## config.mk

```make
export PLATFORM = sky130hd
export DESIGN_NAME = layer_top
export DESIGN_NICKNAME = d
export VERILOG_FILES = /design/src/logic/mbus_pkg.sv /design/src/logic/lc_pkg.sv /design/src/logic/lc_power_ctrl.sv /design/src/logic/layer_ctrl.sv /design/src/logic/layer_ctrl_isolation.sv /design/src/logic/layer_reg_file.sv /design/src/logic/layer_top.sv
export SDC_FILE = /design/constraint.sdc
export NUM_CORES = 1
export LEC_CHECK = 0
export ABC_CLOCK_PERIOD_IN_PS = 2700
export BUFFER_PORTS_ARGS = -buffer_cell sky130_fd_sc_hd__buf_2
export CAP_MARGIN = 20
export CORE_AREA = 2 2 195 197
export DETAILED_ROUTE_END_ITERATION = 8
export DIE_AREA = 0 0 197 199
export HOLD_SLACK_MARGIN = 0.08
export PLACE_DENSITY_LB_ADDON = 0.1
export SETUP_SLACK_MARGIN = 0.1
export SYNTH_ARGS = -nofsm -noshare
export SYNTH_HDL_FRONTEND = slang
export SYNTH_SLANG_ARGS = --single-unit
```

## constraint.sdc

```tcl
create_clock -name clk -period 2.7 [get_ports clk]
set_input_delay 0.27 -clock clk [delete_from_list [all_inputs] [get_ports clk]]
set_output_delay 0.27 -clock clk [all_outputs]
set_load 0.02 [all_outputs]
```

## src/logic/mbus_pkg.sv

```systemverilog
package mbus_pkg;

	// Register index carried in a message, also used as reply address
	localparam int MBUS_ADDR_WIDTH = 8;

	// Payload of one message
	localparam int MBUS_DATA_WIDTH = 24;

	// Field layout of a received message, as seen by the layer
	//   rx_read  selects read or write
	//   rx_addr  register index, MBUS_ADDR_WIDTH bits
	//   rx_data  write value, MBUS_DATA_WIDTH bits
	//   rx_prio  priority to use on the reply
	// A reply carries the same index in tx_addr and the register value in tx_data

endpackage

```

## src/logic/lc_pkg.sv

```systemverilog
package lc_pkg;

	// Register file geometry
	localparam int LC_RF_DEPTH = 16;
	localparam int LC_RF_ADDR_WIDTH = $clog2(LC_RF_DEPTH);

	// Same as the bus data width
	localparam int LC_RF_DATA_WIDTH = 24;

	// Isolation level that clamps the controller outputs
	localparam logic LC_IO_HOLD = 1'b1;

	// Power sequencer states
	typedef enum logic [2:0]
	{
		ASLEEP  = 3'd0,
		PWR_ON  = 3'd1,
		RST_OFF = 3'd2,
		AWAKE   = 3'd3,
		ISO_ON  = 3'd4,
		RST_ON  = 3'd5
	} lc_pwr_state_t;

endpackage

```

## src/logic/lc_power_ctrl.sv

```systemverilog
`timescale 1ns/100ps

module lc_power_ctrl
	import lc_pkg::*;
(
	input  logic clk,
	input  logic rst_n,
	input  logic sleep_req,
	input  logic wake_req,
	input  logic lc_busy,
	output logic lc_isolation,
	output logic lc_reset_n,
	output logic lc_power_on,
	output logic layer_awake
);

	lc_pwr_state_t state;
	lc_pwr_state_t state_nxt;
	logic sleep_pend;
	logic sleep_go;

	// Sleep waits for the controller to finish its reply
	assign sleep_go = (sleep_req | sleep_pend) & ~lc_busy;

	always_comb
	begin
		state_nxt = state;
		case (state)
			ASLEEP:  if (wake_req) state_nxt = PWR_ON;
			PWR_ON:  state_nxt = RST_OFF;
			RST_OFF: state_nxt = AWAKE;
			AWAKE:   if (sleep_go) state_nxt = ISO_ON;
			ISO_ON:  state_nxt = RST_ON;
			RST_ON:  state_nxt = ASLEEP;
			default: state_nxt = ASLEEP;
		endcase
	end

	// Remember a sleep request until the domain can go down
	always_ff @(posedge clk or negedge rst_n)
	begin
		if (!rst_n)
			sleep_pend <= 1'b0;
		else if (state_nxt == ISO_ON)
			sleep_pend <= 1'b0;
		else if (sleep_req && (state inside {PWR_ON, RST_OFF, AWAKE}))
			sleep_pend <= 1'b1;
	end

	// Outputs follow the next state so they change with the state register
	always_ff @(posedge clk or negedge rst_n)
	begin
		if (!rst_n)
		begin
			state        <= ASLEEP;
			lc_isolation <= LC_IO_HOLD;
			lc_reset_n   <= 1'b0;
			lc_power_on  <= 1'b0;
			layer_awake  <= 1'b0;
		end
		else
		begin
			state        <= state_nxt;
			lc_isolation <= (state_nxt == AWAKE) ? ~LC_IO_HOLD : LC_IO_HOLD;
			lc_reset_n   <= state_nxt inside {RST_OFF, AWAKE, ISO_ON};
			lc_power_on  <= (state_nxt != ASLEEP);
			layer_awake  <= (state_nxt == AWAKE);
		end
	end

endmodule

```

## src/logic/layer_ctrl.sv

```systemverilog
`timescale 1ns/100ps

module layer_ctrl
	import mbus_pkg::*, lc_pkg::*;
(
	input  logic                        clk,
	input  logic                        rst_n,
	input  logic                        lc_reset_n,
	input  logic                        rx_req,
	input  logic                        rx_read,
	input  logic [MBUS_ADDR_WIDTH-1:0]  rx_addr,
	input  logic [MBUS_DATA_WIDTH-1:0]  rx_data,
	input  logic                        rx_prio,
	input  logic                        tx_ack,
	input  logic [LC_RF_DATA_WIDTH-1:0] rf_rdata,
	output logic                        rx_ack,
	output logic                        tx_req,
	output logic [MBUS_ADDR_WIDTH-1:0]  tx_addr,
	output logic [MBUS_DATA_WIDTH-1:0]  tx_data,
	output logic                        tx_priority,
	output logic [LC_RF_DEPTH-1:0]      rf_load,
	output logic [LC_RF_DATA_WIDTH-1:0] rf_data,
	output logic [MBUS_ADDR_WIDTH-1:0]  rf_raddr,
	output logic                        lc_busy
);

	logic ctrl_rst_n;
	logic accept;
	logic in_range;
	logic rd_pend;
	logic [LC_RF_DEPTH-1:0] load_dec;

	// Domain reset from the sequencer or the global reset
	assign ctrl_rst_n = rst_n & lc_reset_n;

	// No new message while a reply is in flight
	assign accept = rx_req & ~rd_pend & ~tx_req;
	assign in_range = (rx_addr < MBUS_ADDR_WIDTH'(LC_RF_DEPTH));

	always_comb
	begin
		load_dec = '0;
		if (accept && !rx_read && in_range)
			load_dec[rx_addr[LC_RF_ADDR_WIDTH-1:0]] = 1'b1;
	end

	always_ff @(posedge clk or negedge ctrl_rst_n)
	begin
		if (!ctrl_rst_n)
		begin
			rx_ack  <= 1'b0;
			rf_load <= '0;
			rd_pend <= 1'b0;
			tx_req  <= 1'b0;
		end
		else
		begin
			rx_ack  <= accept;
			rf_load <= load_dec;
			rd_pend <= accept & rx_read;
			if (rd_pend)
				tx_req <= 1'b1;
			else if (tx_ack)
				tx_req <= 1'b0;
		end
	end

	// Message payload and reply fields
	always_ff @(posedge clk or negedge ctrl_rst_n)
	begin
		if (!ctrl_rst_n)
		begin
			rf_data     <= '0;
			tx_addr     <= '0;
			tx_priority <= 1'b0;
			tx_data     <= '0;
		end
		else
		begin
			if (accept && !rx_read)
				rf_data <= rx_data;
			if (accept && rx_read)
			begin
				tx_addr     <= rx_addr;
				tx_priority <= rx_prio;
			end
			if (rd_pend)
				tx_data <= rf_rdata;
		end
	end

	// Read index stays on tx_addr for the whole reply
	assign rf_raddr = tx_addr;
	assign lc_busy = rd_pend | tx_req;

endmodule

```

## src/logic/layer_ctrl_isolation.sv

```systemverilog
`timescale 1ns/100ps

module layer_ctrl_isolation
	import mbus_pkg::*, lc_pkg::*;
(
	input  logic                        lc_isolation,
	input  logic                        tx_req_from_lc,
	input  logic [MBUS_ADDR_WIDTH-1:0]  tx_addr_from_lc,
	input  logic [MBUS_DATA_WIDTH-1:0]  tx_data_from_lc,
	input  logic                        tx_priority_from_lc,
	input  logic                        rx_ack_from_lc,
	input  logic [LC_RF_DEPTH-1:0]      rf_load_from_lc,
	input  logic [LC_RF_DATA_WIDTH-1:0] rf_data_from_lc,
	output logic                        tx_req_to_mbus,
	output logic [MBUS_ADDR_WIDTH-1:0]  tx_addr_to_mbus,
	output logic [MBUS_DATA_WIDTH-1:0]  tx_data_to_mbus,
	output logic                        tx_priority_to_mbus,
	output logic                        rx_ack_to_mbus,
	output logic [LC_RF_DEPTH-1:0]      rf_load_to_rf,
	output logic [LC_RF_DATA_WIDTH-1:0] rf_data_to_rf
);

	// Bus side
	always_comb
	begin
		if (lc_isolation == LC_IO_HOLD)
		begin
			tx_req_to_mbus      = 1'b0;
			tx_addr_to_mbus     = '0;
			tx_data_to_mbus     = '0;
			tx_priority_to_mbus = 1'b0;
			rx_ack_to_mbus      = 1'b0;
		end
		else
		begin
			tx_req_to_mbus      = tx_req_from_lc;
			tx_addr_to_mbus     = tx_addr_from_lc;
			tx_data_to_mbus     = tx_data_from_lc;
			tx_priority_to_mbus = tx_priority_from_lc;
			rx_ack_to_mbus      = rx_ack_from_lc;
		end
	end

	// Register file side, keeps loads off while the domain is down
	always_comb
	begin
		if (lc_isolation == LC_IO_HOLD)
		begin
			rf_load_to_rf = '0;
			rf_data_to_rf = '0;
		end
		else
		begin
			rf_load_to_rf = rf_load_from_lc;
			rf_data_to_rf = rf_data_from_lc;
		end
	end

endmodule

```

## src/logic/layer_reg_file.sv

```systemverilog
`timescale 1ns/100ps

module layer_reg_file
	import mbus_pkg::*, lc_pkg::*;
(
	input  logic                        clk,
	input  logic                        rst_n,
	input  logic [LC_RF_DEPTH-1:0]      rf_load,
	input  logic [LC_RF_DATA_WIDTH-1:0] rf_data,
	input  logic [MBUS_ADDR_WIDTH-1:0]  rf_raddr,
	output logic [LC_RF_DATA_WIDTH-1:0] rf_rdata
);

	logic [LC_RF_DATA_WIDTH-1:0] regs [LC_RF_DEPTH];

	// Always-on storage, survives controller power-down
	always_ff @(posedge clk or negedge rst_n)
	begin
		if (!rst_n)
		begin
			for (int i = 0; i < LC_RF_DEPTH; i++)
				regs[i] <= '0;
		end
		else
		begin
			for (int i = 0; i < LC_RF_DEPTH; i++)
				if (rf_load[i])
					regs[i] <= rf_data;
		end
	end

	// Out of range reads as zero
	assign rf_rdata = (rf_raddr < MBUS_ADDR_WIDTH'(LC_RF_DEPTH)) ?
		regs[rf_raddr[LC_RF_ADDR_WIDTH-1:0]] : '0;

endmodule

```

## src/logic/layer_top.sv

```systemverilog
`timescale 1ns/100ps

module layer_top
	import mbus_pkg::*, lc_pkg::*;
(
	input  logic                       clk,
	input  logic                       rst_n,
	input  logic                       sleep_req,
	input  logic                       wake_req,
	input  logic                       rx_req,
	input  logic                       rx_read,
	input  logic [MBUS_ADDR_WIDTH-1:0] rx_addr,
	input  logic [MBUS_DATA_WIDTH-1:0] rx_data,
	input  logic                       rx_prio,
	output logic                       rx_ack,
	output logic                       tx_req,
	output logic [MBUS_ADDR_WIDTH-1:0] tx_addr,
	output logic [MBUS_DATA_WIDTH-1:0] tx_data,
	output logic                       tx_priority,
	input  logic                       tx_ack,
	output logic                       layer_awake
);

	logic lc_isolation;
	logic lc_reset_n;
	logic lc_busy;

	// Raw controller outputs
	logic                        lc_rx_ack;
	logic                        lc_tx_req;
	logic [MBUS_ADDR_WIDTH-1:0]  lc_tx_addr;
	logic [MBUS_DATA_WIDTH-1:0]  lc_tx_data;
	logic                        lc_tx_priority;
	logic [LC_RF_DEPTH-1:0]      lc_rf_load;
	logic [LC_RF_DATA_WIDTH-1:0] lc_rf_data;

	logic [LC_RF_DEPTH-1:0]      rf_load;
	logic [LC_RF_DATA_WIDTH-1:0] rf_data;
	logic [MBUS_ADDR_WIDTH-1:0]  rf_raddr;
	logic [LC_RF_DATA_WIDTH-1:0] rf_rdata;

	lc_power_ctrl u_power_ctrl (
		.clk          (clk),
		.rst_n        (rst_n),
		.sleep_req    (sleep_req),
		.wake_req     (wake_req),
		.lc_busy      (lc_busy),
		.lc_isolation (lc_isolation),
		.lc_reset_n   (lc_reset_n),
		// Header switch control lives outside this block
		.lc_power_on  (),
		.layer_awake  (layer_awake)
	);

	layer_ctrl u_layer_ctrl (
		.clk         (clk),
		.rst_n       (rst_n),
		.lc_reset_n  (lc_reset_n),
		.rx_req      (rx_req),
		.rx_read     (rx_read),
		.rx_addr     (rx_addr),
		.rx_data     (rx_data),
		.rx_prio     (rx_prio),
		.tx_ack      (tx_ack),
		.rf_rdata    (rf_rdata),
		.rx_ack      (lc_rx_ack),
		.tx_req      (lc_tx_req),
		.tx_addr     (lc_tx_addr),
		.tx_data     (lc_tx_data),
		.tx_priority (lc_tx_priority),
		.rf_load     (lc_rf_load),
		.rf_data     (lc_rf_data),
		.rf_raddr    (rf_raddr),
		.lc_busy     (lc_busy)
	);

	layer_ctrl_isolation u_isolation (
		.lc_isolation        (lc_isolation),
		.tx_req_from_lc      (lc_tx_req),
		.tx_addr_from_lc     (lc_tx_addr),
		.tx_data_from_lc     (lc_tx_data),
		.tx_priority_from_lc (lc_tx_priority),
		.rx_ack_from_lc      (lc_rx_ack),
		.rf_load_from_lc     (lc_rf_load),
		.rf_data_from_lc     (lc_rf_data),
		.tx_req_to_mbus      (tx_req),
		.tx_addr_to_mbus     (tx_addr),
		.tx_data_to_mbus     (tx_data),
		.tx_priority_to_mbus (tx_priority),
		.rx_ack_to_mbus      (rx_ack),
		.rf_load_to_rf       (rf_load),
		.rf_data_to_rf       (rf_data)
	);

	layer_reg_file u_reg_file (
		.clk      (clk),
		.rst_n    (rst_n),
		.rf_load  (rf_load),
		.rf_data  (rf_data),
		.rf_raddr (rf_raddr),
		.rf_rdata (rf_rdata)
	);

endmodule

```

==> results of run 1 <==
-- power by group through the flow --
| stage | logic, mW | clock network, mW | registers, mW |
|---|---|---|---|
| after floorplan | 1.80 | 0 | 7.61 |
| after global placement | 2.33 | 0 | 8.08 |
| after detailed placement | 2.35 | 0 | 8.10 |
| after CTS | 2.40 | 6.76 | 7.98 |
| after global routing | 2.56 | 7.04 | 8.05 |
| final | 2.35 | 6.59 | 7.98 |
-- final cells by class --
cell class / count / area, sq um
fillers: 2850 / 13600
flip-flops and latches: 467 / 11700
multi-input cells: 810 / 8450
clock buffers: 75 / 1510
repair buffers: 158 / 1230
well taps: 474 / 593
clock inverters: 9 / 73.8
inverters: 3 / 11.3
-- per-layer routing --
metal	track usage (%)	part of all wire [%]
met1	34.5	43
met2	45.7	51
met3	4.14	3.7
met4	7.05	2.1
met5	0	0
-- registers in the layout, indices dropped and copies added (netlist names), 3 cells and up --
signal                 flops
u_layer_ctrl.rf_data      24
u_layer_ctrl.tx_data      24
u_layer_ctrl.rf_load      16
u_layer_ctrl.rf_raddr      8
u_power_ctrl.state         3
u_reg_file.regs          384
-- final timing paths --
kind                                           start                       end  slack, ns  cells after the start
max reg2reg                     u_layer_ctrl.rd_pend   u_layer_ctrl.rf_load[0]       0.43                      5
min                                            rst_n      u_reg_file.regs[240]       0.20                      2
min in group clk                             rx_read      u_layer_ctrl.rd_pend       0.26                      2
max                        u_power_ctrl.lc_isolation               tx_data[15]       0.22                      3
max in group asynchronous                      rst_n  u_layer_ctrl.tx_data[16]       1.42                      4
min reg2reg                  u_power_ctrl.lc_reset_n       u_layer_ctrl.tx_req       0.22                      1
-- timing repair --
item                                    4_1_cts  5_1_grt
endpoints found under the hold margin       129        0
endpoints found under the setup margin        1        0
hold buffers                                 40        0
resized for setup                             1        0
-- critical path, cell delays in order, from the launching register on --
cell,delay (ns)
dfstp_4,0.94
buf_4,0.38
nor2b_1,0.12
buf_2,0.18
-- kinds of logic after synthesis --
group,share of synthesized area (%)
AO/OA/AOI/OAI,3.03
buffers and inverters,2.77
flip-flops,56.8
multiplexers,32.7
AND/OR/NAND/NOR,4.65
-- stage by stage --
stage               power (mW)  utilization (%)  setup slack, ns
CTS                       17.1             63.5            0.155
detailed placement        10.4             58.1            0.541
global route              17.7             63.5            0.146
floorplan                 9.40                -            0.939
finish                    16.9             63.5            0.219
global placement          10.4             58.1            0.586
-- cells in the final DEF, fill, tap and decap left out, types with 2 or more instances in the layout --
cell type,n
dfrtp_1,464
mux2_2,417
mux2i_1,96
buf_2,74
nor2b_1,60
clkbuf_16,51
a22oi_1,48
mux4_2,48
dlygate4sd3_1,40
buf_4,33
nand3_1,26
nand2_1,26
a221oi_1,25
nor2b_4,16
nor2_1,16
clkbuf_8,14
clkbuf_1,10
buf_12,10
clkinv_2,7
nor3_1,4
nor2_2,3
and2_1,3
nand3b_1,3
inv_1,3
nor2b_2,2
a21oi_1,2
o21ai_0,2
nand2b_1,2
dfrtp_4,2
==> reports/results.ini, run 1 <==
[power_and_ir_drop]
powerDensity_nw_per_um2=719
clkPwrFrac_pct=38.9
p_sw_mw=4.79
p_int_mw=12.1
pwr-share-seq_pct=47.1
pwr-share-comb_pct=13.9
p_leak_nw=11.6
ir_worst_vdd_v=0.000488
p_sw_share_pct=28.3

[clock_tree]
clockBufferDepth=3
cts_tree=built
cts_setup_buffers=0
htreeDepth=2
cts_buffers=49
clock_sinks=467
clock-root-buffer=clkbuf_16
clkSlewWorstSetupHoldPaths_ns=0.06
clk_latency_ns=0.58

[synth]
syn_avg_cell_area_sq_um=14.7
yosysTopAreaCell=dfrtp_1
synth_top_area_share_pct=56.7
yosysSeqAreaShare_pct=56.8
ys_types=34
synthTopCellsByCount=466 x dfrtp_1, 417 x mux2_2, 96 x mux2i_1
synth_nets=1442
async_flop_share_pct=100
synth_ff_type=dfrtp_1
synth_area_leaders=dfrtp_1 57%, mux2_2 23%, mux4_2 5.3%, mux2i_1 4.7%, nor2b_1 2.4%
synth-seq-cells=467
yosysWarnings=0
synth-edff-count=0
syn_inst=1402
synthesis.area_sq_um=20600
yosysMostFrequentCell=dfrtp_1

[final_layout]
syn2layout_area_growth_pct=14.5
drive_gt1_share_pct=45.1
final_area_sq_um=23600
fin_nets=1529
layout.cells.non_filler=1996
diodes=0

[floorplan]
io_pins=76
die_h_um=199
rows=71
die_w_um=197
initial_utilization_pct=55.4
dieArea_sq_um=39200
design.core.area_sq_um=37100

[sta]
skew_ns=0.0204
clock.fmax_mhz=403
finalHoldViolCount=0
relSlewSlack_pct=29.9
rsz0062_at_grt=false
finalSetupViolations=0
period_share_pct=91.9
timing.setup.tns_ns=0
worst_pin_slew_ns=1.05
period_minus_slack_ns=2.48
report.final.slew_viol_count=0
holdWs_ns=0.205

[placed_design]
place_congestion=0.746
dp.cells=1872
hpwlAfterDp_um=26900
place_area_sq_um=21600
port_buffers=75

[route]
wirelength_um=49100
drt_iter0_drc=651
remaining_drc_errors=0
firstDrtPassIters=5
antenna_left=0
drt-wirelength-per-cell_um=24.6
vias=11900
vias_per_cell=5.94

[status]
outcome=completed

[critical_path]
worst-path-max-fanout=27
critPathLaunchType=register
critPathRequiredTime_ns=2.43
cp-end-kind=output port
path_class=reg2out
worst_ep_arrival_time_ns=2.21

[global_routing]
antenna_found_initial=0
grt_pass1_vias=12700
grt_overflow_total=0
grt_max_degree=126
grt_pass1_wl_um=76400
grtUsageTotal_pct=26.2

[job]
max_cap_violations=0

[hold_path]
min_path_type=in2async

Power figures use the tool's default switching activity.
==> run 2: changes to the inputs <==
--- a/config.mk
+++ b/config.mk
@@ -12,7 +12,7 @@
 export DETAILED_ROUTE_END_ITERATION = 8
 export DIE_AREA = 0 0 197 199
 export HOLD_SLACK_MARGIN = 0.08
-export PLACE_DENSITY_LB_ADDON = 0.1
+export PLACE_DENSITY = 0.78
 export SETUP_SLACK_MARGIN = 0.1
 export SYNTH_ARGS = -nofsm -noshare
 export SYNTH_HDL_FRONTEND = slang
==> reports/results.ini, run 2 (synthesis gave the netlist of run 1 again) <==
[critical_path]
critical_path_buf_inv_count=2  ; unchanged
worst-path-max-fanout=20  ; was 27
worst_ep_arrival_time_ns=2.10  ; was 2.21 ns
rrSetupSlack_ns=0.43  ; about the same
critPathLaunchType=register  ; unchanged
crit_chain=buf_4 -> nor2b_1 -> buf_2  ; unchanged
critPathRequiredTime_ns=2.43  ; about the same
r2r-end=u_layer_ctrl.rf_load[0]  ; unchanged
r2r-start=u_layer_ctrl.rd_pend  ; unchanged
critPathSlowestCell=dfstp_2  ; was dfstp_4
path_class=reg2out  ; unchanged
cpPeakStageDelay_ns=0.84  ; was 0.94 ns
critPathTopFamily=flip-flops  ; unchanged
r2r_cells=5  ; unchanged
cp-end-kind=output port  ; unchanged

[clock_tree]
htreeDepth=2  ; unchanged
cts_tree=built  ; unchanged
clockBufferDepth=3  ; unchanged
clock_sinks=467  ; unchanged
cts_resized=0  ; was 1
clk_latency_ns=0.55  ; was 0.58 ns
clkSlewWorstSetupHoldPaths_ns=0.06  ; about the same
cts_buffers=48  ; was 49
clock-root-buffer=clkbuf_16  ; unchanged

[job]
max_cap_violations=0  ; unchanged

[status]
outcome=completed  ; unchanged

[global_routing]
antenna_found_initial=0  ; unchanged
grt_max_degree=127  ; was 126
grt_overflow_total=0  ; unchanged
grtUsageTotal_pct=25.6  ; was 26.2%
grt_pass1_vias=13100  ; was 12700
grt_pass1_wl_um=76200  ; was 76400 um

[placed_design]
port_buffers=75  ; unchanged
hpwlAfterDp_um=26500  ; was 26900 um
place_area_sq_um=21500  ; was 21600 sq um
place_congestion=0.771  ; was 0.746

[final_layout]
drive_gt1_share_pct=45.2  ; was 45.1%
final_cell_mix=464 x dfrtp_1, 417 x mux2_2, 96 x mux2i_1  ; unchanged
layout.cells.most_common=dfrtp_1  ; unchanged
final_area_sq_um=23500  ; was 23600 sq um
top_register=u_reg_file.regs  ; unchanged
syn2layout_area_growth_pct=14.4  ; was 14.5%
largest_reg_flops=384  ; unchanged
top_regs=u_reg_file.regs (384), u_layer_ctrl.rf_data (24), u_layer_ctrl.tx_data (24)  ; unchanged
fin_util_pct=63.4  ; was 63.5%
fill_cells=2746  ; was 2850
diodes=0  ; unchanged
fin_nets=1531  ; was 1529

[route]
antenna_left=0  ; unchanged
firstDrtPassIters=5  ; unchanged
drt-wirelength-per-cell_um=24.1  ; was 24.6 um
remaining_drc_errors=0  ; unchanged
drt_iter0_drc=861  ; was 651
wirelength_um=48300  ; was 49100 um
vias=12200  ; was 11900
vias_per_cell=6.07  ; was 5.94

[sta]
period_share_pct=87.7  ; was 91.9%
timing.setup.tns_ns=0  ; unchanged
finalHoldViolCount=0  ; unchanged
period_minus_slack_ns=2.37  ; was 2.48 ns
rsz0062_at_grt=false  ; unchanged
report.final.slew_viol_count=0  ; unchanged
relSlewSlack_pct=52.0  ; was 29.9%
finalSetupViolations=0  ; unchanged
clock.fmax_mhz=422  ; was 403 MHz
skew_ns=0.0164  ; was 0.0204 ns
worst_pin_slew_ns=0.719  ; was 1.05 ns

[power_and_ir_drop]
powerDensity_nw_per_um2=721  ; was 719 nW/um^2
p_leak_nw=11.6  ; about the same
ir_worst_vdd_v=0.000467  ; was 0.000488 V
finalPower_mw=17.0  ; was 16.9 mW

[floorplan]
die_h_um=199  ; unchanged
design.core.area_sq_um=37100  ; unchanged
rows=71  ; unchanged
io_pins=76  ; unchanged
die_w_um=197  ; unchanged
initial_utilization_pct=55.4  ; unchanged
dieArea_sq_um=39200  ; unchanged

[hold_path]
min_path_type=reg2async  ; was in2async

[run 2: through the flow]
stage          hold WS (ns)  instances  worst slack, ns
3_5_place_dp          0.197       1876            0.637
2_1_floorplan       -0.0256       1402            0.939
6_report              0.200       2002            0.332
5_1_grt               0.240       2002            0.273
4_1_cts               0.204       2002            0.320
3_3_place_gp          0.197       1876            0.644
[run 2: area by class of cell]
| type | instances | area (sq um) | area share (%) |
|---|---|---|---|
| timing repair buffer | 161 | 1270 | 5.38 |
| clock inverter | 12 | 138 | 0.585 |
| multi-input combinational | 810 | 8370 | 35.6 |
| clock buffer | 75 | 1460 | 6.22 |
| inverter | 3 | 11.3 | 0.0479 |
| sequential | 467 | 11700 | 49.7 |
| tap | 474 | 593 | 2.52 |
[run 2: what timing repair did]
action,CTS,global route
setup buffers,0,0
endpoints found under the setup margin,0,0
hold buffers,39,0
endpoints found under the hold margin,93,0
[run 2: per-layer routing]
layer | track usage [%] | up-vias | part of all wire, %
li1 | - | 5261 | -
met1 | 34.6 | 6498 | 43
met2 | 43.6 | 299 | 50
met3 | 3.59 | 100 | 4.1
met4 | 7.41 | 0 | 2.6
met5 | 0 | - | 0
[run 2: how the worst max path moves through the flow]
stage	startpoint	end	slack [ns]	cells past startpoint
floorplan	u_layer_ctrl.rf_raddr[0]	u_layer_ctrl.tx_data[0]	0.94	5
global placement	u_layer_ctrl.rf_raddr[0]	u_layer_ctrl.tx_data[6]	0.64	4
detailed placement	u_layer_ctrl.rf_raddr[0]	u_layer_ctrl.tx_data[6]	0.64	4
CTS	u_power_ctrl.lc_isolation	tx_data[14]	0.32	3
global route	u_power_ctrl.lc_isolation	tx_data[14]	0.27	3
finish	u_power_ctrl.lc_isolation	tx_data[14]	0.33	3
[run 2: where the power goes]
group | total [mW] | switching (mW) | internal, mW
logic | 2.40 | 1.38 | 1.02
clock network | 6.63 | 2.64 | 3.99
registers | 7.93 | 0.688 | 7.24
total | 17.0 | 4.71 | 12.3
